==> src/hdl/reg_pkg.sv <==
package reg_pkg;

    // Register file geometry
    localparam int REG_DEPTH = 16;
    localparam int REG_DATA_W = 32;

    typedef logic [$clog2(REG_DEPTH)-1:0] reg_addr_t;
    typedef logic [REG_DATA_W-1:0] reg_data_t;

    // Requester slots in the arbiter
    localparam int REQ_SPI = 0;
    localparam int REQ_LOCAL = 1;

    // Number of requesters sharing the memory
    localparam int REQ_COUNT = 2;

endpackage

==> src/hdl/reg_arbiter.sv <==
`timescale 1ns/1ps

module reg_arbiter (
    input  logic clk,
    input  logic nrst,

    input  logic spi_req,
    input  logic spi_we,
    input  reg_pkg::reg_addr_t spi_addr,
    input  reg_pkg::reg_data_t spi_wdata,
    output logic spi_gnt,
    output logic spi_rvalid,
    output reg_pkg::reg_data_t spi_rdata,

    input  logic local_req,
    input  logic local_we,
    input  reg_pkg::reg_addr_t local_addr,
    input  reg_pkg::reg_data_t local_wdata,
    output logic local_gnt,
    output logic local_rvalid,
    output reg_pkg::reg_data_t local_rdata,

    output logic mem_en,
    output logic mem_we,
    output reg_pkg::reg_addr_t mem_addr,
    output reg_pkg::reg_data_t mem_wdata,
    input  reg_pkg::reg_data_t mem_rdata
);

    logic [reg_pkg::REQ_COUNT-1:0] gnt;
    logic [reg_pkg::REQ_COUNT-1:0] rd_vld;

    // Fixed priority, SPI first
    assign gnt[reg_pkg::REQ_SPI] = spi_req;
    assign gnt[reg_pkg::REQ_LOCAL] = local_req & ~spi_req;

    assign spi_gnt = gnt[reg_pkg::REQ_SPI];
    assign local_gnt = gnt[reg_pkg::REQ_LOCAL];

    // Steer the winner to the memory
    assign mem_en = |gnt;
    assign mem_we = gnt[reg_pkg::REQ_SPI] ? spi_we : local_we;
    assign mem_addr = gnt[reg_pkg::REQ_SPI] ? spi_addr : local_addr;
    assign mem_wdata = gnt[reg_pkg::REQ_SPI] ? spi_wdata : local_wdata;

    // Track read owner for the returning data
    always_ff @(posedge clk or negedge nrst) begin
        if (!nrst) begin
            rd_vld <= '0;
        end else begin
            rd_vld <= gnt & {reg_pkg::REQ_COUNT{~mem_we}};
        end
    end

    assign spi_rvalid = rd_vld[reg_pkg::REQ_SPI];
    assign local_rvalid = rd_vld[reg_pkg::REQ_LOCAL];
    assign spi_rdata = mem_rdata;
    assign local_rdata = mem_rdata;

endmodule

==> config.mk <==
export PLATFORM = sky130hd
export DESIGN_NAME = reg_arbiter
export DESIGN_NICKNAME = d
export VERILOG_FILES = /design/src/hdl/reg_pkg.sv /design/src/hdl/reg_arbiter.sv
export SDC_FILE = /design/constraint.sdc
export NUM_CORES = 1
export LEC_CHECK = 0
export BUFFER_PORTS_ARGS = -buffer_cell sky130_fd_sc_hd__buf_4
export CAP_MARGIN = 20
export CORE_AREA = 8 8 78 80
export DETAILED_ROUTE_END_ITERATION = 8
export DIE_AREA = 0 0 86 88
export PLACE_DENSITY = 0.82
export SYNTH_ARGS = -nofsm -noshare
export SYNTH_HDL_FRONTEND = slang
export SYNTH_SLANG_ARGS = --single-unit
==> constraint.sdc <==
create_clock -name clk -period 0.8 [get_ports clk]
set_input_delay 0.04 -clock clk [delete_from_list [all_inputs] [get_ports clk]]
set_output_delay 0.04 -clock clk [all_outputs]
set_load 0.01 [all_outputs]
# After elaboration in Yosys (flattened, before gate mapping)

Cells that the tools add are included.

Add/sub/neg operators: 0
Multiply operators: 0
Divide/modulo/power cells: 0
$lt $le $gt $ge: 0
Equal/unequal tests: 0
Shift-type cells: 0
Muxes and demuxes: 3
Bitwise operators: 4
Reduce and logical (&&, ||, !) cells: 1

Operators by type and width:

| cell               | number |
|---|---|
| 2-to-1 mux 32 bit  | 1 |
| 2-to-1 mux 4 bit   | 1 |
| AND 2 bit          | 1 |
| NOT 1 bit          | 2 |
| OR reduction 2 bit | 1 |
| AND 1 bit          | 1 |
| 2-to-1 mux 1 bit   | 1 |

Register bits after elaboration: 2
Latch bits: 0
RAM bits: 0
Bits in read-only memories: 0
Bits of input ports: 110
Output and inout bits: 106
Logic and storage cells: 9
Memories: 0

# Depth between registers and ports, before layout

Depth in word-level cells: 3
Depth in mapped cells: 3
Mapped depth without buffers: 1

# Worst setup path before layout

No wires, ideal clock.

Path kind: input port to output port
Start point: input spi_req
End point: output mem_wdata[25]
Data arrival time: 0.619 ns
Required time: 0.760 ns
Setup slack: 0.141 ns
Stages on the path: 3
Buffers on the path: 2
Path through: buf_6 buf_6 mux2_4

Longest elaborated chain between the ends: 1

Ends and longest elaborated chain:

| what              | RTL line          | source |
|---|---|---|
| from (decl)       | reg_arbiter.sv:7  | `input logic spi_req,` |
| 2-to-1 mux 32 bit | reg_arbiter.sv:44 | `assign mem_wdata = gnt[reg_pkg::REQ_SPI] ? spi_wdata : local_wdata;` |
| to (decl)         | reg_arbiter.sv:26 | `output reg_pkg::reg_data_t mem_wdata,` |

No other way between the ends.

# Worst setup path after layout

Start point: input spi_req
End point: output mem_wdata[20]

Same word-level chain as after synthesis.

==> flow_summary.json <==
{
  "status": "complete, but fails checks",
  "violations": "negative setup slack",
  "grt_pass1_wl_um": 5600,
  "hold_path.class": "input port to output port",
  "ir_worst_vdd_mv": 0.919,
  "ys_warn_count": 0,
  "core_um2": 4910,
  "layout-drive-gt1-share": 0.954,
  "drtIter0Drc": 3,
  "critPathMaxStageDelay_ps": 290,
  "slew_violations": 0,
  "synth-edff-count": 0,
  "top_regs": "rd_vld (2)",
  "portBuffers": 119,
  "fin_crit_sh": 1.00,
  "die_x_um": 86,
  "placed_cell_area_um2": 1670,
  "num_rows": 26,
  "antenna_left": 0,
  "start_util": 0.244,
  "path_cells": "buf_16 -> buf_4 -> mux2_4 -> buf_4",
  "cts_tree": "yes",
  "routed_via_density": 3.92,
  "grt_max_degree": 9,
  "finalPower_mw": 1.66,
  "synth-seq-area-share": 0.0418,
  "die_h_um": 88,
  "tns_ps": -7.21,
  "rsz0062_at_grt": "yes",
  "nNetsFinal": 287,
  "dieArea_um2": 7570,
  "dp_slack_ps": -81.5,
  "antenna_cells": 0,
  "postCtsSetupBuffers": 0,
  "largest_reg_flops": 2,
  "route.detailed.drc": 0,
  "post-route-util": 0.395,
  "period_needed_ps": 804,
  "synth_top_area_cell": "mux2_4",
  "syn-instance-count": 113,
  "timing.fmax_mhz": 1240,
  "cts.path.max_buffers": 2,
  "p_leak_nw": 1.05,
  "first_pass_iters": 2,
  "antenna_found_initial": 0,
  "synth_nets": 223,
  "critPathMaxFanout": 8,
  "wl_per_cell_um": 16.7,
  "placed_cells": 237,
  "slew_headroom": 0.896,
  "root_buffer": "clkbuf_8",
  "end_kind": "output port",
  "drt-total-wl_um": 4090,
  "worstPathRequired_ps": 760,
  "numClockSinks": 2,
  "startpoint_type": "input port",
  "yosysMostFrequentCell": "buf_4",
  "critical_path_class": "input port to output port",
  "async_flop_share": 1.00,
  "grt_usage": 0.0950,
  "ys_ff_latch": 2,
  "num_vias": 961,
  "power_density_nw_per_um2": 853,
  "dpl.hpwl_um": 3320,
  "syn_avg_cell_area_um2": 10.6,
  "synth_top_area_share": 0.451,
  "synth.top_cells.by_count": "buf_4 (65), mux2_4 (36), buf_12 (3)",
  "holdWs_ps": 80.0,
  "area_delta_synth_final_pct": 62.0,
  "synth_area_leaders": "mux2_4 (45%), buf_4 (41%), buf_12 (5.0%)",
  "worstSetupStartpoint": "spi_req",
  "cpLargestDelayFamily": "buffers and inverters",
  "crit_slowest_cell": "mux2_4",
  "setup_viol": 3,
  "fin_cells": 245,
  "synth_flop_cell": "dfrtp_1",
  "drv_cap": 0,
  "first_global_vias": 1078,
  "numCtsBuffers": 3,
  "grt.overflow.total": 0,
  "cpMostUsedCell": "buf_4",
  "arrival_ps": 760,
  "worst_slack_ps": -3.57,
  "synth_area_um2": 1200,
  "top_register": "rd_vld",
  "synth_cell_types": 9,
  "htreeDepth": 1,
  "worst_pin_slew_ps": 155,
  "design_area_um2": 1940,
  "crit_buf_inv": 3,
  "fillers": 476,
  "hold_viol_final": 0,
  "holdCritStartpoint": "mem_rdata[10]",
  "io_pins": 216,
  "gp_congestion": 0.798
}
## power by group
group	internal [mW]	leakage [nW]	switching, mW	total [mW]
logic	0.793	1.00	0.343	1.14
clock network	0.319	0.0216	0.0934	0.413
registers	0.106	0.0263	0.00115	0.108
## worst paths after layout
| kind | end | slack [ps] | cells after the start |
|---|---|---|---|
| min | local_rdata[10] | 80 | 0 |
| max in group asynchronous | rd_vld[0]$_DFF_PN0_ | 570 | 2 |
| max | mem_wdata[20] | -4 | 4 |
| min in group asynchronous | rd_vld[1]$_DFF_PN0_ | 140 | 2 |
## area by class of cell
type                    count  area (µm²)  area share
multi-input cells          41         582       0.300
flip-flops and latches      2        50.0      0.0258
repair buffers            129        1180       0.608
well taps                  70        87.6      0.0451
clock buffers               3        41.3      0.0213
## routing by layer
metal  track usage  part of all wire
met1        0.0777              0.31
met2         0.183              0.53
met3        0.0488              0.13
met4        0.0462             0.022
met5             0                 0
## cell usage in the layout, fill, tap and decap left out, drive strengths merged
master and count:
dlygate4sd3 3, clkbuf 3, or2 1, dfrtp 2, nor2b 2, mux2 37
buf 126, nor3b 1
## repair_timing
action	in CTS	in global routing
hold endpoints to repair	4	0
hold buffers	3	0
gates resized for setup	22	17
gates cloned	2	0
endpoints found under the setup margin	37	26
## logic make-up after synthesis
kind of cell  after synthesis  synth area share
flops                       2            0.0418
simple gates                4            0.0219
buf+inv                    70             0.476
mux                        37             0.460
Power figures use the tool's default switching activity.
