<file path="src/hdl/reg_pkg.sv">
package reg_pkg;

    // Register file geometry
    localparam int REG_DEPTH = 16;
    localparam int REG_DATA_W = 32;

    typedef logic [$clog2(REG_DEPTH)-1:0] reg_addr_t;
    typedef logic [REG_DATA_W-1:0] reg_data_t;

    // Requester slots in the arbiter
    localparam int REQ_SPI = 0;
    localparam int REQ_LOCAL = 1;

    // Number of requesters sharing the memory
    localparam int REQ_COUNT = 2;

endpackage

</file>
<file path="src/hdl/spi_cmd_pkg.sv">
package spi_cmd_pkg;

    // ***********************************************************
    // Frame widths
    // ***********************************************************
    localparam int CMD_BYTES = 7;
    localparam int RESP_BYTES = 6;
    localparam int CMD_BITS = CMD_BYTES * 8;
    localparam int RESP_BITS = RESP_BYTES * 8;

    // Last received byte sits in bits 7:0
    typedef logic [CMD_BITS-1:0] cmd_frame_t;
    // Status, address, then data MSB first
    typedef logic [RESP_BITS-1:0] resp_frame_t;
    typedef logic [2:0] cmd_len_t;
    typedef logic [7:0] op_t;

    // ***********************************************************
    // Opcodes and status
    // ***********************************************************
    localparam op_t OP_READ = 8'h01;
    localparam op_t OP_WRITE = 8'h02;
    localparam op_t ST_ERROR = 8'hEE;

    // Opcode + address, opcode + address + 4 data bytes
    localparam cmd_len_t LEN_READ = 3'd2;
    localparam cmd_len_t LEN_WRITE = 3'd6;

    typedef enum logic [1:0] {ENG_IDLE, ENG_REQ, ENG_WAIT} engine_state_t;

endpackage

</file>
<file path="src/hdl/spi_cmd_engine.sv">
`timescale 1ns/1ps

module spi_cmd_engine (
    input  logic clk,
    input  logic nrst,

    input  spi_cmd_pkg::cmd_frame_t cmd_read,
    input  spi_cmd_pkg::cmd_len_t cmd_len_bytes,
    input  logic valid,
    output spi_cmd_pkg::resp_frame_t cmd_write,

    output logic spi_req,
    output logic spi_we,
    output reg_pkg::reg_addr_t spi_addr,
    output reg_pkg::reg_data_t spi_wdata,
    input  logic spi_gnt,
    input  logic spi_rvalid,
    input  reg_pkg::reg_data_t rdata
);

    spi_cmd_pkg::engine_state_t state;
    spi_cmd_pkg::cmd_frame_t aligned;
    spi_cmd_pkg::cmd_len_t pad_bytes;
    spi_cmd_pkg::op_t cmd_op;
    logic [7:0] cmd_addr_byte;
    reg_pkg::reg_data_t cmd_data;
    logic len_ok;
    logic addr_ok;
    logic cmd_ok;

    // ***********************************************************
    // Decode
    // ***********************************************************
    // Move the first received byte to the top of the frame
    assign pad_bytes = 3'd7 - cmd_len_bytes;

    always_comb begin
        aligned = cmd_read << {pad_bytes, 3'b000};
        cmd_op = aligned[55:48];
        cmd_addr_byte = aligned[47:40];
        cmd_data = aligned[39:8];
    end

    // Opcode must be known and match its byte count
    assign len_ok = (cmd_op == spi_cmd_pkg::OP_READ && cmd_len_bytes == spi_cmd_pkg::LEN_READ)
        || (cmd_op == spi_cmd_pkg::OP_WRITE && cmd_len_bytes == spi_cmd_pkg::LEN_WRITE);
    assign addr_ok = cmd_addr_byte < 8'(reg_pkg::REG_DEPTH);
    assign cmd_ok = len_ok && addr_ok;

    // ***********************************************************
    // Request and response FSM
    // ***********************************************************
    always_ff @(posedge clk or negedge nrst) begin
        if (!nrst) begin
            state <= spi_cmd_pkg::ENG_IDLE;
            spi_req <= 1'b0;
            cmd_write <= '0;
        end else begin
            case (state)
                spi_cmd_pkg::ENG_IDLE: begin
                    if (valid && cmd_ok) begin
                        spi_req <= 1'b1;
                        state <= spi_cmd_pkg::ENG_REQ;
                    end else if (valid) begin
                        cmd_write <= {spi_cmd_pkg::ST_ERROR, cmd_addr_byte, 32'h0};
                    end
                end
                spi_cmd_pkg::ENG_REQ: begin
                    if (spi_gnt) begin
                        spi_req <= 1'b0;
                        if (spi_we) begin
                            cmd_write <= {spi_cmd_pkg::OP_WRITE, 8'(spi_addr), spi_wdata};
                            state <= spi_cmd_pkg::ENG_IDLE;
                        end else begin
                            state <= spi_cmd_pkg::ENG_WAIT;
                        end
                    end
                end
                spi_cmd_pkg::ENG_WAIT: begin
                    // Read data returns one cycle after grant
                    if (spi_rvalid) begin
                        cmd_write <= {spi_cmd_pkg::OP_READ, 8'(spi_addr), rdata};
                        state <= spi_cmd_pkg::ENG_IDLE;
                    end
                end
                default: state <= spi_cmd_pkg::ENG_IDLE;
            endcase
        end
    end

    // Request fields held for the whole command
    always_ff @(posedge clk) begin
        if (state == spi_cmd_pkg::ENG_IDLE && valid && cmd_ok) begin
            spi_we <= (cmd_op == spi_cmd_pkg::OP_WRITE);
            spi_addr <= reg_pkg::reg_addr_t'(cmd_addr_byte);
            spi_wdata <= cmd_data;
        end
    end

endmodule

</file>
<file path="config.mk">
export PLATFORM = sky130hd
export DESIGN_NAME = spi_cmd_engine
export DESIGN_NICKNAME = d
export VERILOG_FILES = /design/src/hdl/reg_pkg.sv /design/src/hdl/spi_cmd_pkg.sv /design/src/hdl/spi_cmd_engine.sv
export SDC_FILE = /design/constraint.sdc
export NUM_CORES = 1
export LEC_CHECK = 0
export BUFFER_PORTS_ARGS = -buffer_cell sky130_fd_sc_hd__buf_2
export CORE_ASPECT_RATIO = 0.9
export CORE_MARGIN = 3
export CORE_UTILIZATION = 45
export CTS_CLUSTER_DIAMETER = 120
export CTS_CLUSTER_SIZE = 8
export DETAILED_ROUTE_END_ITERATION = 8
export PLACE_DENSITY = 0.74
export SLEW_MARGIN = 10
export SYNTH_ARGS = -nofsm -noshare
export SYNTH_HDL_FRONTEND = slang
export SYNTH_SLANG_ARGS = --single-unit
</file>
<file path="constraint.sdc">
create_clock -name clk -period 2.36 [get_ports clk]
set_input_delay 0.354 -clock clk [delete_from_list [all_inputs] [get_ports clk]]
set_output_delay 0.354 -clock clk [all_outputs]
set_load 0.03 [all_outputs]
</file>
# Word level (Yosys, flattened, before mapping)
# Index checks and enable logic that the tools add are counted.
[word_totals] ff_bits=88 inputBits=96 output_inout_bits=86
[op_classes] add_sub_neg=1 n_lt_le_gt_ge=1 n_eq_ne=12 n_shift=1 mux=14 n_reduce_logical=13
[op_table] cell="$mux W48" count=5
[op_table] cell="$pmux W48 S3" count=1
[op_table] cell="$shl A56 B6 Y56" count=1
[op_table] cell="$ne A2 B2 Y1 const B" count=6
[op_table] cell="$eq A8 B1 Y1 const B" count=1
[op_table] cell="$eq A8 B2 Y1 const B" count=1
[op_table] cell="$lt A8 B5 Y1 const B" count=1
[op_table] cell="$mux W2" count=4
[op_table] cell="$logic_and A1 B1 Y1" count=6
[op_table] cell="$pmux W2 S3" count=1
[op_table] cell="$reduce_and A3 Y1" count=2
[op_table] cell="$reduce_and A6 Y1" count=1
[op_table] cell="$eq A3 B2 Y1 const B" count=1
[op_table] cell="$eq A3 B3 Y1 const B" count=1
[op_table] cell="$reduce_bool A3 Y1" count=1
[op_table] cell="$sub A3 B3 Y3 const A" count=1
[op_table] cell="$eq A2 B1 Y1 const B" count=1
[op_table] cell="$eq A2 B2 Y1 const B" count=1
[op_table] cell="$logic_not A2 Y1" count=1
[op_table] cell="$mux W1" count=2
[op_table] cell="$pmux W1 S2" count=1
[op_table] cell="$reduce_bool A2 Y1" count=1
[op_table] cell="$logic_or A1 B1 Y1" count=1

# Depth between registers and ports, before layout
[logic_depth] word_depth=9 depth_mapped=10

# Worst setup path after synthesis
# No wires, ideal clock.
[synth_path] path_kind="input -> register" start="in cmd_len_bytes[0]" end="reg spi_addr[0], enable pin" setup_ns=0.398 t_arrival_ns=2.687 setup_slack_ns=-0.725 cell_stages=6 n_path_buf=2 cell_sequence="buf_4 > buf_6 > mux2_2 > o32a_1 > a211oi_4 > and3_1"
[synth_between] elab_chain_len=7 word_cells_on_any_way=12 classes_between="add/sub (1); order compare (1); eq/ne (4); shift (1); reduce/logical (5)"
[synth_rtl] element="start: declaration" line="spi_cmd_engine.sv:8" source="input spi_cmd_pkg::cmd_len_t cmd_len_bytes,"
[synth_rtl] element="parallel branches: the longest is 5 deep, another holds $lt A8 B5 Y1"
[synth_rtl] element="$logic_and A1 B1 Y1 *" line="spi_cmd_engine.sv:48" source="assign cmd_ok = len_ok && addr_ok;"
[synth_rtl] element="$logic_and A1 B1 Y1 *" line="spi_cmd_engine.sv:93" source="if (state == spi_cmd_pkg::ENG_IDLE && valid && cmd_ok) begin"
[synth_rtl] element="end signal: assignment" line="spi_cmd_engine.sv:95" source="spi_addr <= reg_pkg::reg_addr_t'(cmd_addr_byte);"
[synth_rtl] element="end: declaration" line="spi_cmd_engine.sv:14" source="output reg_pkg::reg_addr_t spi_addr,"
# Every way passes the cells marked *.
# A chain may end at the register's enable or synchronous reset.

# Final worst setup path
[layout_path] start="in cmd_len_bytes[0]" end="reg cmd_write[17]"
[layout_between] elab_chain_len=9 word_cells_on_any_way=14 classes_between="add/sub (1); order compare (1); eq/ne (5); shift (1); reduce/logical (6)"
[layout_rtl] element="parallel branches: the longest is 5 deep, another holds $lt A8 B5 Y1"
[layout_rtl] element="$logic_and A1 B1 Y1 *" line="spi_cmd_engine.sv:48"
[layout_rtl] element="$logic_and A1 B1 Y1 *" line="spi_cmd_engine.sv:61" source="if (valid && cmd_ok) begin"
[layout_rtl] element="$ne A2 B2 Y1 (no source line) *"
[layout_rtl] element="$reduce_and A6 Y1 (no source line) *"
[layout_rtl] element="end signal: assignment" line="spi_cmd_engine.sv:65" source="cmd_write <= {spi_cmd_pkg::ST_ERROR, cmd_addr_byte, 32'h0};"
[layout_rtl] element="end signal: assignment" line="spi_cmd_engine.sv:72" source="cmd_write <= {spi_cmd_pkg::OP_WRITE, 8'(spi_addr), spi_wdata};"
[layout_rtl] element="end signal: assignment" line="spi_cmd_engine.sv:82" source="cmd_write <= {spi_cmd_pkg::OP_READ, 8'(spi_addr), rdata};"
[layout_rtl] element="end: declaration" line="spi_cmd_engine.sv:10" source="output spi_cmd_pkg::resp_frame_t cmd_write,"
# Marked as above.

==> run metrics <==
drt first pass iters=5; Synth Flop Type=dfrtp_1; Final min period=2.30 ns; area of the die=0.0124 mm^2; most common cell after layout, fill and taps aside=buf_2; Die Y=106 um; layout cell share with drive strength beyond 1=50.7%; Post-synth EDFFs=37; worst-margin pin slew=1.04 ns; Max-cap violations=0; Sink Count=83; Crit. End Element=register; Layout Nets=790; CTS tree=built; GRT Resource Usage Total=24.0%; Startpoint Class=input pin; Die X=117 um; FF-to-FF path depth=9; Root Buffer Master=clkbuf_16; Leak=3.22 nW; Fin Hold WS=0.206 ns; synthesized cell area=0.00498 mm^2; CP max FO=12; async set-or-reset flop fraction in the synthesized netlist=55.4%; antenna fix cells=0; vias in the first global route=4420; Placer Congestion=0.919; post-synthesis sequential area ratio=45.4%; DR vias/cell=5.65; DRC=0; Avg Inst Size Synth=10.8 um^2; net count after synthesis=564; Routed WL per cell=19.2 um; clock skew=0.0141 ns; number of DRC markers in iteration 0=319; Ports=182; status=complete, no violations; RSZ-0062 raised after global routing=yes; DP Wirelength=11.6 mm; CTS Buf Count=9; antenna-violating nets left=0; peak supply drop=0.396 mV; Vias=4651; data required time of the worst path=2.57 ns; slew margin rel.=30.4%; Slew Viols, Final=0; H-tree levels=3; CP Class=input pin to register; final setup fails=0; Max Root-Sink Buffers=2; GRT Residual Overflow=0; initial antenna violation count=0; Worst-Skew Late Latency=0.33 ns; YS warnings=0; Yosys cell types=51; Fin. Hold Viols=0; Min-Delay Path Class=input pin to async pin; Area Overhead vs Synth=39.5%; total routed wirelength=15.8 mm; Achievable Freq=435 MHz; Row Count=35; Mapped Cells=463; power density over the cells=672 mW/mm^2; most frequent cells in the layout=buf_2, nor2_1, buf_4; post-route setup TNS=0 ns; number of synthesized register bits=83; cts hold-fix bufs=0; clock-pin slew on the worst setup and hold paths=0.07 ns; final clock period utilization by the worst path=97.5%; I/O Buffers=180; core area=0.0105 mm^2; first-pass GRT wire length=23.3 mm; post-layout util=66.2%; critical path arrival=2.51 ns; pin count of the biggest net entering global routing=47; starting density of the core=47.4%
synth_stat cells (all sizes together) (7+ instances only):
cell type / instances / area, um^2
nor2b: 7 / 43.8
a21oi: 16 / 80.1
a211oi: 8 / 72.6
inv: 18 / 67.6
nor2: 73 / 274
mux2: 62 / 826
edfxtp: 37 / 1110
o22ai: 12 / 75.1
a22oi: 33 / 248
nand2: 21 / 78.8
clkbuf: 18 / 67.6
o21ai: 10 / 50.1
dfrtp: 46 / 1150
mux2i: 20 / 200
buf: 22 / 158
path summary, 6_finish.rpt:
check                      slack [ns]            end              from
hold reg to reg                  0.51   cmd_write[1]      cmd_write[1]
max in group asynchronous        1.50  cmd_write[27]              nrst
setup reg to reg                 0.11  cmd_write[17]          state[1]
setup / recovery                 0.06  cmd_write[17]  cmd_len_bytes[0]
min in group clk                 0.42        spi_req           spi_gnt
hold / removal                   0.21  cmd_write[10]              nrst
registers in the layout, summed over array words and instances (netlist names):
name	flops
state	2
cmd_write	43
spi_addr	4
spi_we	1
spi_wdata	32
spi_req	1
report_power, final:
group	switching [mW]	total, mW	internal [mW]
registers	0.0550	1.66	1.60
clock network	0.621	1.46	0.838
logic	0.936	1.56	0.621
total	1.61	4.67	3.06
what timing repair did:
action / CTS / global route
pin swaps: 0 / 4
setup endpoints to repair: 51 / 77
setup buffers: 0 / 5
gates resized for setup: 1 / 27
gates cloned: 0 / 4
worst max-delay path, cell delays in order:
cell and delay, ns:
buf_8 0.14, mux2_2 0.36, a22o_1 0.25, a32oi_1 0.21, and4bb_2 0.32, a31oi_4 0.29, clkbuf_16 0.27, mux2_4 0.31
cell families (layout without fill, tap and decap cells):
group / after synthesis / count (layout) / synth area share (%)
simple gates: 131 / 131 / 11.9
compound gates: 103 / 103 / 14.9
flops: 83 / 83 / 45.4
mux: 82 / 82 / 20.6
buf+inv: 58 / 289 / 5.87
fa+ha+maj: 5 / 5 / 1.26
other cells: 1 / 1 / 0.0752
layer usage:
| metal | up-vias | global-route usage, % | wire length [um] | share of wire [%] |
|---|---|---|---|---|
| met4 | 0 | 7.86 | 384 | 2.4 |
| met1 | 2224 | 33.4 | 6880 | 43 |
| met3 | 30 | 4.36 | 1180 | 7.5 |
| met2 | 245 | 37.8 | 7370 | 47 |
| met5 | - | 0 | 0 | 0 |
| li1 | 2152 | - | - | - |
through the flow:
stage / setup slack, ns / cells / power [mW] / area [um^2]
2_1_floorplan: -0.115 / 463 / 2.68 / 5010
3_3_place_gp: -0.346 / 798 / 3.12 / 6390
3_5_place_dp: -0.427 / 798 / 3.14 / 6390
4_1_cts: 0.0129 / 814 / 4.60 / 6700
5_1_grt: -0.0515 / 823 / 4.86 / 6960
6_report: 0.0588 / 823 / 4.67 / 6960
final cells by class:
| type | count | area, um^2 |
|---|---|---|
| Clock inverter | 7 | 80.1 |
| Sequential cell | 83 | 2260 |
| Fill cell | 816 | 3550 |
| Timing Repair Buffer | 255 | 1620 |
| Multi-Input combinational cell | 322 | 2540 |
| Clock buffer | 9 | 225 |
| Tap cell | 129 | 161 |
| Inverter | 18 | 67.6 |
Power figures use the tool's default switching activity.
