===== src/hdl/reg_pkg.sv =====
package reg_pkg;

    // Register file geometry
    localparam int REG_DEPTH = 16;
    localparam int REG_DATA_W = 32;

    typedef logic [$clog2(REG_DEPTH)-1:0] reg_addr_t;
    typedef logic [REG_DATA_W-1:0] reg_data_t;

    // Requester slots in the arbiter
    localparam int REQ_SPI = 0;
    localparam int REQ_LOCAL = 1;

    // Number of requesters sharing the memory
    localparam int REQ_COUNT = 2;

endpackage


===== src/hdl/reg_mem.sv =====
`timescale 1ns/1ps

module reg_mem (
    input  logic clk,
    input  logic nrst,
    input  logic mem_en,
    input  logic mem_we,
    input  reg_pkg::reg_addr_t mem_addr,
    input  reg_pkg::reg_data_t mem_wdata,
    output reg_pkg::reg_data_t mem_rdata
);

    reg_pkg::reg_data_t regs [reg_pkg::REG_DEPTH];

    // Registers come up cleared
    always_ff @(posedge clk or negedge nrst) begin
        if (!nrst) begin
            for (int i = 0; i < reg_pkg::REG_DEPTH; i++) begin
                regs[i] <= '0;
            end
            mem_rdata <= '0;
        end else if (mem_en) begin
            if (mem_we) begin
                regs[mem_addr] <= mem_wdata;
            end else begin
                mem_rdata <= regs[mem_addr];
            end
        end
    end

endmodule


===== config.mk =====
export PLATFORM = sky130hd
export DESIGN_NAME = reg_mem
export DESIGN_NICKNAME = d
export VERILOG_FILES = /design/src/hdl/reg_pkg.sv /design/src/hdl/reg_mem.sv
export SDC_FILE = /design/constraint.sdc
export NUM_CORES = 1
export LEC_CHECK = 0
export ABC_CLOCK_PERIOD_IN_PS = 1200
export BUFFER_PORTS_ARGS = -buffer_cell sky130_fd_sc_hd__buf_2
export CORE_MARGIN = 8
export CORE_UTILIZATION = 54
export DETAILED_ROUTE_END_ITERATION = 16
export GPL_TIMING_DRIVEN = 0
export PLACE_DENSITY = 0.73
export SYNTH_ARGS = -nofsm -noshare
export SYNTH_HDL_FRONTEND = slang
export SYNTH_SLANG_ARGS = --single-unit

===== constraint.sdc =====
create_clock -name clk -period 1.2 [get_ports clk]
set_clock_uncertainty 0.1 [all_clocks]
set_input_delay 0.12 -clock clk [delete_from_list [all_inputs] [get_ports clk]]
set_output_delay 0.12 -clock clk [all_outputs]
set_load 0.05 [all_outputs]

### Word level (Yosys, flattened, before mapping)

Cells that the tools add are included.

* register bits after elaboration: 544
* input bits: 40
* output and inout bits: 32
* logic and storage cells: 30

* order comparisons: 2
* muxes and demuxes: 6
* bitwise logic cells: 2
* reductions and logical operators: 3

Operator list (count)
* $bwmux 512: 1
* $bmux 32 s4: 1
* $demux 32 s4: 1
* $mux 32: 3
* $ge 5x5->1 const B: 1
* $lt 5x1->1 const B: 1
* $not 4->5: 1
* $reduce_and 2->1: 2
* $logic_and 1x1->1: 1
* $not 1->1: 1

### Depth between registers and ports, before layout

Gate-level depths: netlist of the first run.

* word-level depth: 6
* gate-level depth with buffers: 7
* gate-level depth less buffers: 4

### Least setup slack after synthesis of the first run

No wires, ideal clock.

* path type: input port to flip-flop
* start point: input mem_addr[1]
* end point: register regs[193] (netlist bit)
* library setup time: 0.125 ns
* arrival: 1.409 ns
* setup slack: -0.434 ns
* stages on the path: 7
* buffers on the path: 3
* path through: buf_4 nor2b_1 buf_2 nand3_1 nor2_2 buf_2 mux2_2

* cells in the longest elaborated chain, start to end: 6
* elaborated cells between the ends (all ways): 7
* those cells by class: order compare: 2; mux: 3; bitwise: 1; reduce/logical: 1

RTL lines
* start, declared: RTL line reg_mem.sv:8 `input reg_pkg::reg_addr_t mem_addr,`
* $not 4->5 (implied by the code) (*): RTL line reg_mem.sv:24 `regs[mem_addr] <= mem_wdata;`
* $ge 5x5->1 (implied by the code) or $lt 5x1->1 (tied branches): RTL line reg_mem.sv:24
* $logic_and 1x1->1 (implied by the code): RTL line reg_mem.sv:24
* $mux 32 (implied by the code): RTL line reg_mem.sv:24
* $demux 32 s4 (*): RTL line reg_mem.sv:24
* $bwmux 512 (*): RTL line reg_mem.sv:24
* end signal, assigned by index: RTL line reg_mem.sv:24
* end, declared: RTL line reg_mem.sv:13 `reg_pkg::reg_data_t regs [reg_pkg::REG_DEPTH];`

Every way passes the cells marked *; elsewhere a longest branch is shown, timed or not.
A chain may end at the register's enable or synchronous reset.

### Final worst setup path of the first run

* start point: register regs[297] (netlist bit)
* end point: register mem_rdata[9]

* cells in the longest elaborated chain, start to end: 3

RTL lines
* $bmux 32 s4: RTL line reg_mem.sv:26 `mem_rdata <= regs[mem_addr];`
* $mux 32 (implied by the code) (2 in series): RTL line reg_mem.sv:26
* end signal, assigned: RTL line reg_mem.sv:26
* end, declared: RTL line reg_mem.sv:10 `output reg_pkg::reg_data_t mem_rdata`

Every way passes these cells. The select of a mux whose other input is x is not followed.

==> run metrics, run 1 <==
placed cell areas=26700 um^2; final WL=around 65000 um; area grow syn2layout=25.4%; final hold violation count=approximately 300; worst-path cell chain=mux4_2 > o21ai_0 > a31oi_1; Setup CP Type=reg -> reg; Sink Count=approximately 540; cell family with most CP delay=multiplexers; synthesized instance count=around 1700; Crit path required time=1560 ps; Filler cells=2932; critical path data arrival time=~1800 ps; Post-Route Utilization=0.687; post-route setup slack=-286 ps; Pwr Total=51.9 mW; largest net degree at the start of global routing=roughly 130; Synth top area share=0.562; status=finished, violations left; I/O Buffers=70; Crit path largest cell delay=roughly 480 ps; CTS tree=done; Area contributors post-synth=dfrtp_1 (56%), mux2_2 (23%), mux2i_1 (7.9%); Vias/cell=6.07; Placed Cells=2352; Max clock buf depth=3; Final ANT Viol Nets=0; Detail Placement HPWL=~41000 um; DRT iter0 DRCs=1039; FF-to-FF path depth=3; All-Layer GR Usage=0.246; Seq cells post-synth=between 500 and 600; Distinct cells, synth=30; DP Worst Slack=-1220 ps; clk_lat worst skew=600 ps; WL per Instance=25.5 um; Highest Clock Rate=~670 MHz; Reg clk slew, reported paths=about 60 ps; vias in the first global route=between 15000 and 20000; Synth Net Count=roughly 1700; Setup crit end kind=flip-flop; total grt overflow=0; worst path bufs/invs=0; Inserted Clock Buffers=56; pwr dens=about 1700 nW/um^2; Initial Util=0.547; fin nets=slightly below 2000; static leakage=14.0 nW; sum of negative setup slack=-12390 ps; row count=77; Seq/Total Area, Yosys=0.562; I/O pin count=72; CORE AREA=44200 um^2; detailed-route DRC error count=0; Die ar.=just over 50000 um^2; Slew headroom=0.313; max-slew violation count=0; CP max FO=2; die height=about 230 um; RSZ-0062 raised after global routing=true; failing checks=negative hold slack, negative setup slack; Final setup viols=82; peak supply drop=~1.3 mV; Die X=around 230 um; htree depth=2; Post-Syn Area=approximately 24000 um^2; Worst Hold Class=in -> async; most area-hungry cell type in the Yosys netlist=dfrtp_1; fin area=about 30000 um^2; first-pass GRT wire length=between 100000 and 150000 um; top_reg_cell synth=dfrtp_1; Critical R2R Launch=regs[297]; critical-path cell with the highest stage delay=mux4_2; ys async rst share=1.00; R2R Setup Slk=-290 ps; DR vias=~15000; commonest non-fill, non-tap cell in the layout=dfrtp_1; r2r endpoint=mem_rdata[9]; Final min period=between 1000 and 1500 ps; worst slew pin tran=approximately 1000 ps; Post-synth EDFFs=0; Tcrit/Tclk final=1.24; Post-Syn Area per Cell=between 10 and 15 um^2; final std cells w/o fill=2551; most frequent cells in the layout=dfrtp_1 (540), mux2_2 (300), mux2_4 (209); Syn. warnings=0; GPL Wtd Cong=between 0.8 and 0.9; max-cap viol count=0; layout cell share with drive strength beyond 1=0.480; CTS root buffer=clkbuf_16; DR pass1 iterations=7; Hold Slack=-689 ps; startpoint types=flip-flop; initial antenna violation count=2
==> routing by layer <==
layer	vias to the layer above	global-route usage	part of all wire
met2	494	0.377	0.46
met4	2	0.0973	0.035
met1	8179	0.345	0.45
met3	147	0.0433	0.060
met5	-	0	0.00017
li1	6655	-	-
==> power by group <==
part | internal (mW) | switching [mW] | total (mW) | leakage [nW]
sequential | 21.9 | 2.01 | 23.9 | 6.92
combinational | 5.50 | 4.07 | 9.58 | 6.10
clock | 11.1 | 7.34 | 18.4 | 0.962
==> Yosys cell counts, types with 2 or more instances <==
cell type,instances
nand4_1,2
buf_6,6
buf_4,5
nor2b_1,3
nand3_1,4
nand3b_1,2
mux2_1,10
o21ai_0,32
nor2_1,71
clkbuf_1,62
mux2_2,501
mux4_2,32
buf_2,71
a221oi_1,32
nand2_1,3
nor2_2,3
dfrtp_1,544
mux2i_1,192
o22ai_1,64
a31oi_1,32
nand2b_1,3
buf_1,3
==> kinds of logic (layout without fill, tap and decap cells) <==
| family | after synthesis | count (layout) | synth area share |
|---|---|---|---|
| and+or+nand+nor | 97 | 97 | 0.0178 |
| muxes | 736 | 736 | 0.347 |
| buffers and inverters | 148 | 421 | 0.0293 |
| DFF | 544 | 544 | 0.562 |
| other | 0 | 1 | 0 |
| AOI/OAI and AO/OA | 160 | 160 | 0.0430 |
==> cell type report <==
type	instances	area (um^2)	area share
timing repair buffer	173	1830	0.0602
clock inverter	22	295	0.00972
tap	592	741	0.0244
clock buffer	80	1660	0.0548
sequential	544	13600	0.448
antenna	1	2.50	0.0000824
buffer	146	1210	0.0399
multi-input combinational	993	11000	0.363
==> state kept, by name, summed over array words and instances (netlist names) <==
register,cells
regs,512
mem_rdata,32
==> worst register-to-register path, cell delays in order, from the launching register on <==
cell and delay, ps:
dfrtp_1 370, mux4_2 480, o21ai_0 270, a31oi_1 130
==> repair_timing <==
item	in CTS	in global routing
setup endpoints to repair	609	450
setup buffers	36	19
pin swaps	9	15
gates cloned	6	4
endpoints found under the hold margin	497	258
hold buffers	32	1
resized for setup	177	53
==> worst max-delay path by stage <==
| stage | cells after the start | slack, ps | to | from |
|---|---|---|---|---|
| detailed placement | 7 | -1220 | mem_rdata[7] | mem_addr[3] |
| CTS | 3 | -290 | mem_rdata[10] | regs[298] |
| global route | 3 | -350 | mem_rdata[10] | regs[298] |
| global placement | 1 | -10810 | regs[317] | nrst |
| finish | 3 | -290 | mem_rdata[9] | regs[297] |
| floorplan | 7 | -330 | regs[193] | mem_addr[1] |
Note: power is estimated with default switching activity, not from simulation.
==> run 2: changes to the inputs <==
- CELL_PAD_IN_SITES_DETAIL_PLACEMENT: unset -> 1
- CELL_PAD_IN_SITES_GLOBAL_PLACEMENT: unset -> 2
- CORE_MARGIN: 8 -> 3
- CORE_UTILIZATION: 54 -> 41
- PLACE_DENSITY: 0.73 -> unset
- PLACE_DENSITY_LB_ADDON: unset -> 0.1
==> run 2 against run 1 <==
Compared with the run above: the run still ends with negative hold slack, negative setup slack left; count of clock-buffer cells in the layout rose by 7; setup slack got worse by 7.1 ps; critical endpoint is now mem_rdata[10]; first-iteration DRC count fell by 32%; critical path depth did not move; via count fell by 2.0%; final cell count rose by 6.8%; sequential share of layout area fell by 0.48 points; final area rose by 1.1%; clock power rose by 2%; sequential power barely moved; utilization fell by 16 points; non-clock buffer count fell by 7.
==> run metrics, run 2 (synthesis results as in run 1) <==
I/O Buffers=70; cell family with most CP delay=multiplexers; WL per Instance=between 20 and 30 um; All-Layer GR Usage=0.227; Die X=roughly 250 um; max-slew violation count=0; Pwr Total=approximately 52 mW; fin nets=around 2000; DRT iter0 DRCs=710; Filler cells=around 5500; Worst Hold Class=in -> async; n_diodes=0; total grt overflow=0; Critical R2R Launch=regs[298]; most frequent cells in the layout=dfrtp_1 (543), mux2_2 (302), mux2_4 (207); post-route setup slack=-293 ps; RSZ-0062 raised after global routing=true; htree depth=2; Reg clk slew, reported paths=approximately 60 ps; area grow syn2layout=26.8%; CORE AREA=slightly below 60000 um^2; startpoint types=flip-flop; worst slew pin tran=1170 ps; Placed Cells=roughly 2500; detailed-route DRC error count=0; initial antenna violation count=1; Crit path largest cell delay=a little over 500 ps; CTS root buffer=clkbuf_16; Tcrit/Tclk final=1.24; Slew headroom=0.223; Sink Count=544; worst-path cell chain=mux4_2 > o21ai_4 > a31oi_1; Vias/cell=between 5 and 6; Inserted Clock Buffers=60; final std cells w/o fill=2725; r2r endpoint=mem_rdata[10]; row count=88; commonest non-fill, non-tap cell in the layout=dfrtp_1; largest net degree at the start of global routing=around 120; GPL Wtd Cong=around 0.80; max reg flops=about 500; Top Registers=regs x512, mem_rdata x32; max-cap viol count=0; critical path data arrival time=~1900 ps; Detail Placement HPWL=45800 um; Setup crit end kind=flip-flop; layout cell share with drive strength beyond 1=0.488; CTS tree=done; static leakage=between 10 and 15 nW; Setup CP Type=reg -> reg; R2R Setup Slk=-290 ps; Crit path required time=approximately 1600 ps; Die ar.=62000 um^2; Highest Clock Rate=approximately 670 MHz; Final setup viols=between 70 and 80; Levels on crit path=3; DR pass1 iterations=4; FF-to-FF path depth=3; Post-Route Utilization=0.529; Initial Util=0.417; failing checks=negative hold slack, negative setup slack; die height=about 250 um; CP max FO=2; Hold Slack=-675 ps; worst path bufs/invs=0; vias in the first global route=16700; Max clock buf depth=3; status=finished, violations left; hold buffers post-CTS=33; peak supply drop=roughly 1.3 mV; final WL=approximately 72000 um; final hold violation count=284; clk_lat worst skew=around 610 ps; DR vias=between 15000 and 20000; Final ANT Viol Nets=0; critical-path cell with the highest stage delay=mux4_2; first-pass GRT wire length=108000 um; I/O pin count=between 70 and 80; Final min period=~1500 ps; pwr dens=around 1700 nW/um^2; Biggest register=regs
-- run 2: cell count changes in the layout (fill, tap and decap cells not counted), moves of 4 or more --
| cell | before | now |
|---|---|---|
| o21ai_4 | 3 | 7 |
| buf_4 | 76 | 65 |
| buf_12 | 16 | 20 |
| a221oi_2 | 7 | 13 |
| buf_6 | 62 | 68 |
| o21ai_2 | 19 | 24 |
| o21ai_1 | 9 | 1 |
| clkbuf_16 | 61 | 67 |
| a221oi_1 | 24 | 19 |
| clkinv_2 | 11 | 16 |
-- run 2: worst max-delay path by stage --
| stage | startpoint | to | slack [ps] |
|---|---|---|---|
| after floorplan | mem_addr[1] | regs[193] | -330 |
| after global placement | nrst | regs[314] | -11450 |
| after detailed placement | mem_addr[3] | mem_rdata[15] | -1480 |
| after CTS | mem_rdata[31] | mem_rdata[31] | -300 |
| after global routing | regs[291] | mem_rdata[3] | -320 |
| final | regs[298] | mem_rdata[10] | -290 |
-- run 2: per-layer routing --
layer	GRT usage	up-vias	share of wire
met5	0	-	0.00018
li1	-	6658	-
met3	0.0311	106	0.033
met1	0.331	8142	0.48
met2	0.355	258	0.46
met4	0.0674	2	0.026
-- run 2: through the flow --
stage               setup slack [ps]  cell area (um^2)  setup TNS (ps)  hold WS (ps)
finish                          -293             30700          -12170          -675
global route                    -322             30700          -15400          -661
CTS                             -302             30100          -13500          -705
detailed placement             -1480             26900         -545120         -43.1
global placement              -11450             26800        -6575450           347
floorplan                       -326             25500         -120020          -276
-- run 2: repair_timing --
item | CTS | global route
buffers inserted | 27 | 23
gates resized for setup | 195 | 63
setup endpoints to repair | 462 | 411
pin swaps | 13 | 33
hold endpoints to repair | 482 | 288
gates cloned | 2 | 6
-- run 2: layout make-up --
type | count | area (um^2) | share of cell area
Clock buffer | 87 | 1780 | 0.0581
Timing Repair Buffer | 166 | 1730 | 0.0563
Buffer | 146 | 1270 | 0.0415
Sequential cell | 544 | 13600 | 0.444
Multi-Input combinational cell | 993 | 11100 | 0.362
Tap cell | 765 | 957 | 0.0312
Clock inverter | 24 | 234 | 0.00762
-- run 2: power by group --
part / leakage [nW] / internal [mW] / total (mW) / switching [mW]
Clock: 1.01 / 11.1 / 18.8 / 7.69
Combinational: 6.09 / 5.50 / 9.68 / 4.18
Sequential: 6.92 / 21.9 / 23.9 / 1.98
==> run 3: changes to the inputs <==
- ABC_AREA: unset -> 1
- CORE_UTILIZATION: 41 -> 34
==> run 3 against run 2 <==
Compared with the run above: the flow still finishes with violations (negative hold slack, negative setup slack); count of clock-buffer cells in the layout up 22; final cell count up 63%; clock power up 9%; highest routed layer unchanged; power grew 4.5%; via count grew 53%; critical endpoint is now mem_rdata[20]; largest power group unchanged; flip-flop and latch count unchanged; synthesized cell count up 89%; utilization shrank 9.6 points.
==> run metrics, run 3 <==
status=finished, violations left; failing checks=negative hold slack, negative setup slack; cell family with most CP delay=flip-flops; static leakage=approximately 16 nW; Tcrit/Tclk final=1.21; Post-Syn Area per Cell=approximately 7.8 um^2; peak supply drop=0.901 mV; pwr dens=~1800 nW/um^2; most area-hungry cell type in the Yosys netlist=dfrtp_1; critical path data arrival time=between 1000 and 1500 ps; vias in the first global route=around 24000; final hold violation count=223; Top Registers=regs x512, mem_rdata x32; Seq/Total Area, Yosys=0.549; Synth top area share=0.549; Placed Cells=between 4000 and 5000; detailed-route DRC error count=0; sum of negative setup slack=-7800 ps; hold buffers post-CTS=33; FF-to-FF path depth=6; synthesized instance count=between 3000 and 4000; ys async rst share=1.00; GPL Wtd Cong=about 0.86; Distinct cells, synth=20; Worst Hold Class=in -> async; startpoint types=flip-flop; Sink Count=544; DR vias=around 23000; start point of the critical path=mem_rdata[20]; area grow syn2layout=25.5%; CORE AREA=about 70000 um^2; Critical R2R Launch=regs[79]; count leader, synth=nand2_1; Post-Route Utilization=0.433; total grt overflow=0; DR pass1 iterations=5; complex-gate fraction of the synthesized area=0.103; Setup CP Type=reg -> out; DP Worst Slack=-1370 ps; mux cell area share after synthesis=0; clk_lat worst skew=roughly 600 ps; post-route setup slack=-254 ps; first-pass GRT wire length=approximately 160000 um; CTS root buffer=clkbuf_16; I/O Buffers=69; Post-Syn Area=about 25000 um^2; Biggest register=regs; Inserted Clock Buffers=68; Crit path largest cell delay=approximately 460 ps; top cells by count, synth=nand2_1 (1537), dfrtp_1 (544), o21ai_1 (329); Crit path required time=between 900 and 1000 ps; CTS tree=done; Die X=~280 um; All-Layer GR Usage=0.273; Final ANT Viol Nets=0; max reg flops=about 500; r2r endpoint=mem_rdata[15]; Vias/cell=5.24; Synth Area in XOR/XNOR=0; I/O pin count=72; WL per Instance=roughly 24 um; Reg clk slew, reported paths=~60 ps; final WL=106000 um; Setup crit end kind=output port; max-slew violation count=0; Pwr Total=around 55 mW; Seq cells post-synth=roughly 540; Area contributors post-synth=dfrtp_1 (55%), nand2_1 (23%), o21ai_1 (6.6%); commonest non-fill, non-tap cell in the layout=nand2_1; critical-path cell with the highest stage delay=dfrtp_2; layout cell share with drive strength beyond 1=0.186; worst slew pin tran=a little over 900 ps; Hold Slack=-677 ps; Slew headroom=0.377; Synth Net Count=around 3200; fin nets=roughly 3500; die height=between 200 and 300 um; R2R Setup Slk=-140 ps; RSZ-0062 raised after global routing=true; largest net degree at the start of global routing=around 100; top_reg_cell synth=dfrtp_1; Initial Util=0.345; max-cap viol count=0; Adder-Cell Fraction of Synth Area=0; Highest Clock Rate=688 MHz; largest family of logic cells by synthesized area=simple AND/OR/NAND/NOR gates; Syn. warnings=0; most frequent cells in the layout=nand2_1 (1409), dfrtp_1 (540), o21ai_1 (414); Detail Placement HPWL=~73000 um; row count=a little under 100; Final min period=1450 ps; htree depth=3; n_diodes=0; Simple-Gate Fraction of Synth Area=0.299; worst path bufs/invs=1; CP max FO=2; Die ar.=between 70000 and 80000 um^2; worst-path cell chain=buf_6; initial antenna violation count=3; Post-synth EDFFs=0; Final setup viols=61; Filler cells=around 8700; Max clock buf depth=3; final std cells w/o fill=around 4400; DRT iter0 DRCs=1739
==> run 3: cell types whose count changed in the layout (fill, tap and decap cells not counted), moves of 32 or more <==
| cell | change |
|---|---|
| nand3_1 | +137 |
| a31oi_1 | -32 |
| nand2_1 | +1409 |
| o21ai_1 | +413 |
| o21ai_0 | +98 |
| o22ai_1 | -62 |
| buf_4 | +39 |
| nand2_2 | +116 |
| mux4_2 | -32 |
| mux2_2 | -302 |
| mux2i_1 | -191 |
| inv_1 | +35 |
| buf_2 | +61 |
| mux2_4 | -207 |
==> run 3: cell type report <==
type | instances | area, um^2 | share of cell area
multi-input combinational | 2362 | 10600 | 0.340
sequential | 544 | 13600 | 0.437
timing repair buffer | 187 | 1780 | 0.0572
buffer | 238 | 1590 | 0.0511
clock buffer | 109 | 2150 | 0.0690
clock inverter | 9 | 56.3 | 0.00181
tap | 950 | 1190 | 0.0382
inverter | 38 | 155 | 0.00498
==> run 3: repair_timing <==
| action | 4_1_cts | 5_1_grt |
|---|---|---|
| pin swaps | 84 | 86 |
| gates cloned | 4 | 0 |
| resized for setup | 204 | 109 |
| buffers inserted | 34 | 43 |
| endpoints found under the hold margin | 418 | 221 |
| setup endpoints to repair | 497 | 201 |
==> run 3: worst reg2reg max path, stage by stage, from the launching register on <==
cell     delay (ps)
dfrtp_1         400
nand3_1         100
nand4_1         210
nand2_1         140
nand2_2          90
nor2_4          150
nor2_1           60
==> run 3: worst max path at each step <==
stage / to / cells after the start
3_5_place_dp: regs[26] / 4
5_1_grt: mem_rdata[20] / 1
4_1_cts: mem_rdata[20] / 1
6_report: mem_rdata[20] / 1
3_3_place_gp: regs[122] / 1
2_1_floorplan: regs[333] / 7
==> run 3: metal layers <==
layer	vias up	share of wire	track usage
met5	-	0.00011	0
met4	2	0.030	0.0873
met3	165	0.064	0.0530
li1	10700	-	-
met1	11800	0.47	0.397
met2	649	0.44	0.411
==> run 3: logic make-up (layout without fill, tap and decap cells) <==
family	after synthesis	after routing
simple gates	1850	1850
flops	544	544
compound gates	512	512
buf+inv	276	581
==> run 3: where the power goes <==
group,internal (mW),switching (mW)
Sequential,21.7,2.05
Combinational,3.95,6.53
Clock,12.2,8.28
Total,37.9,16.9
==> run 3: stage by stage <==
stage               hold slack, ps  cell area (um^2)
floorplan                     -276             25300
global placement               365             26800
detailed placement             130             26900
CTS                           -690             30500
global route                  -684             31100
finish                        -677             31100
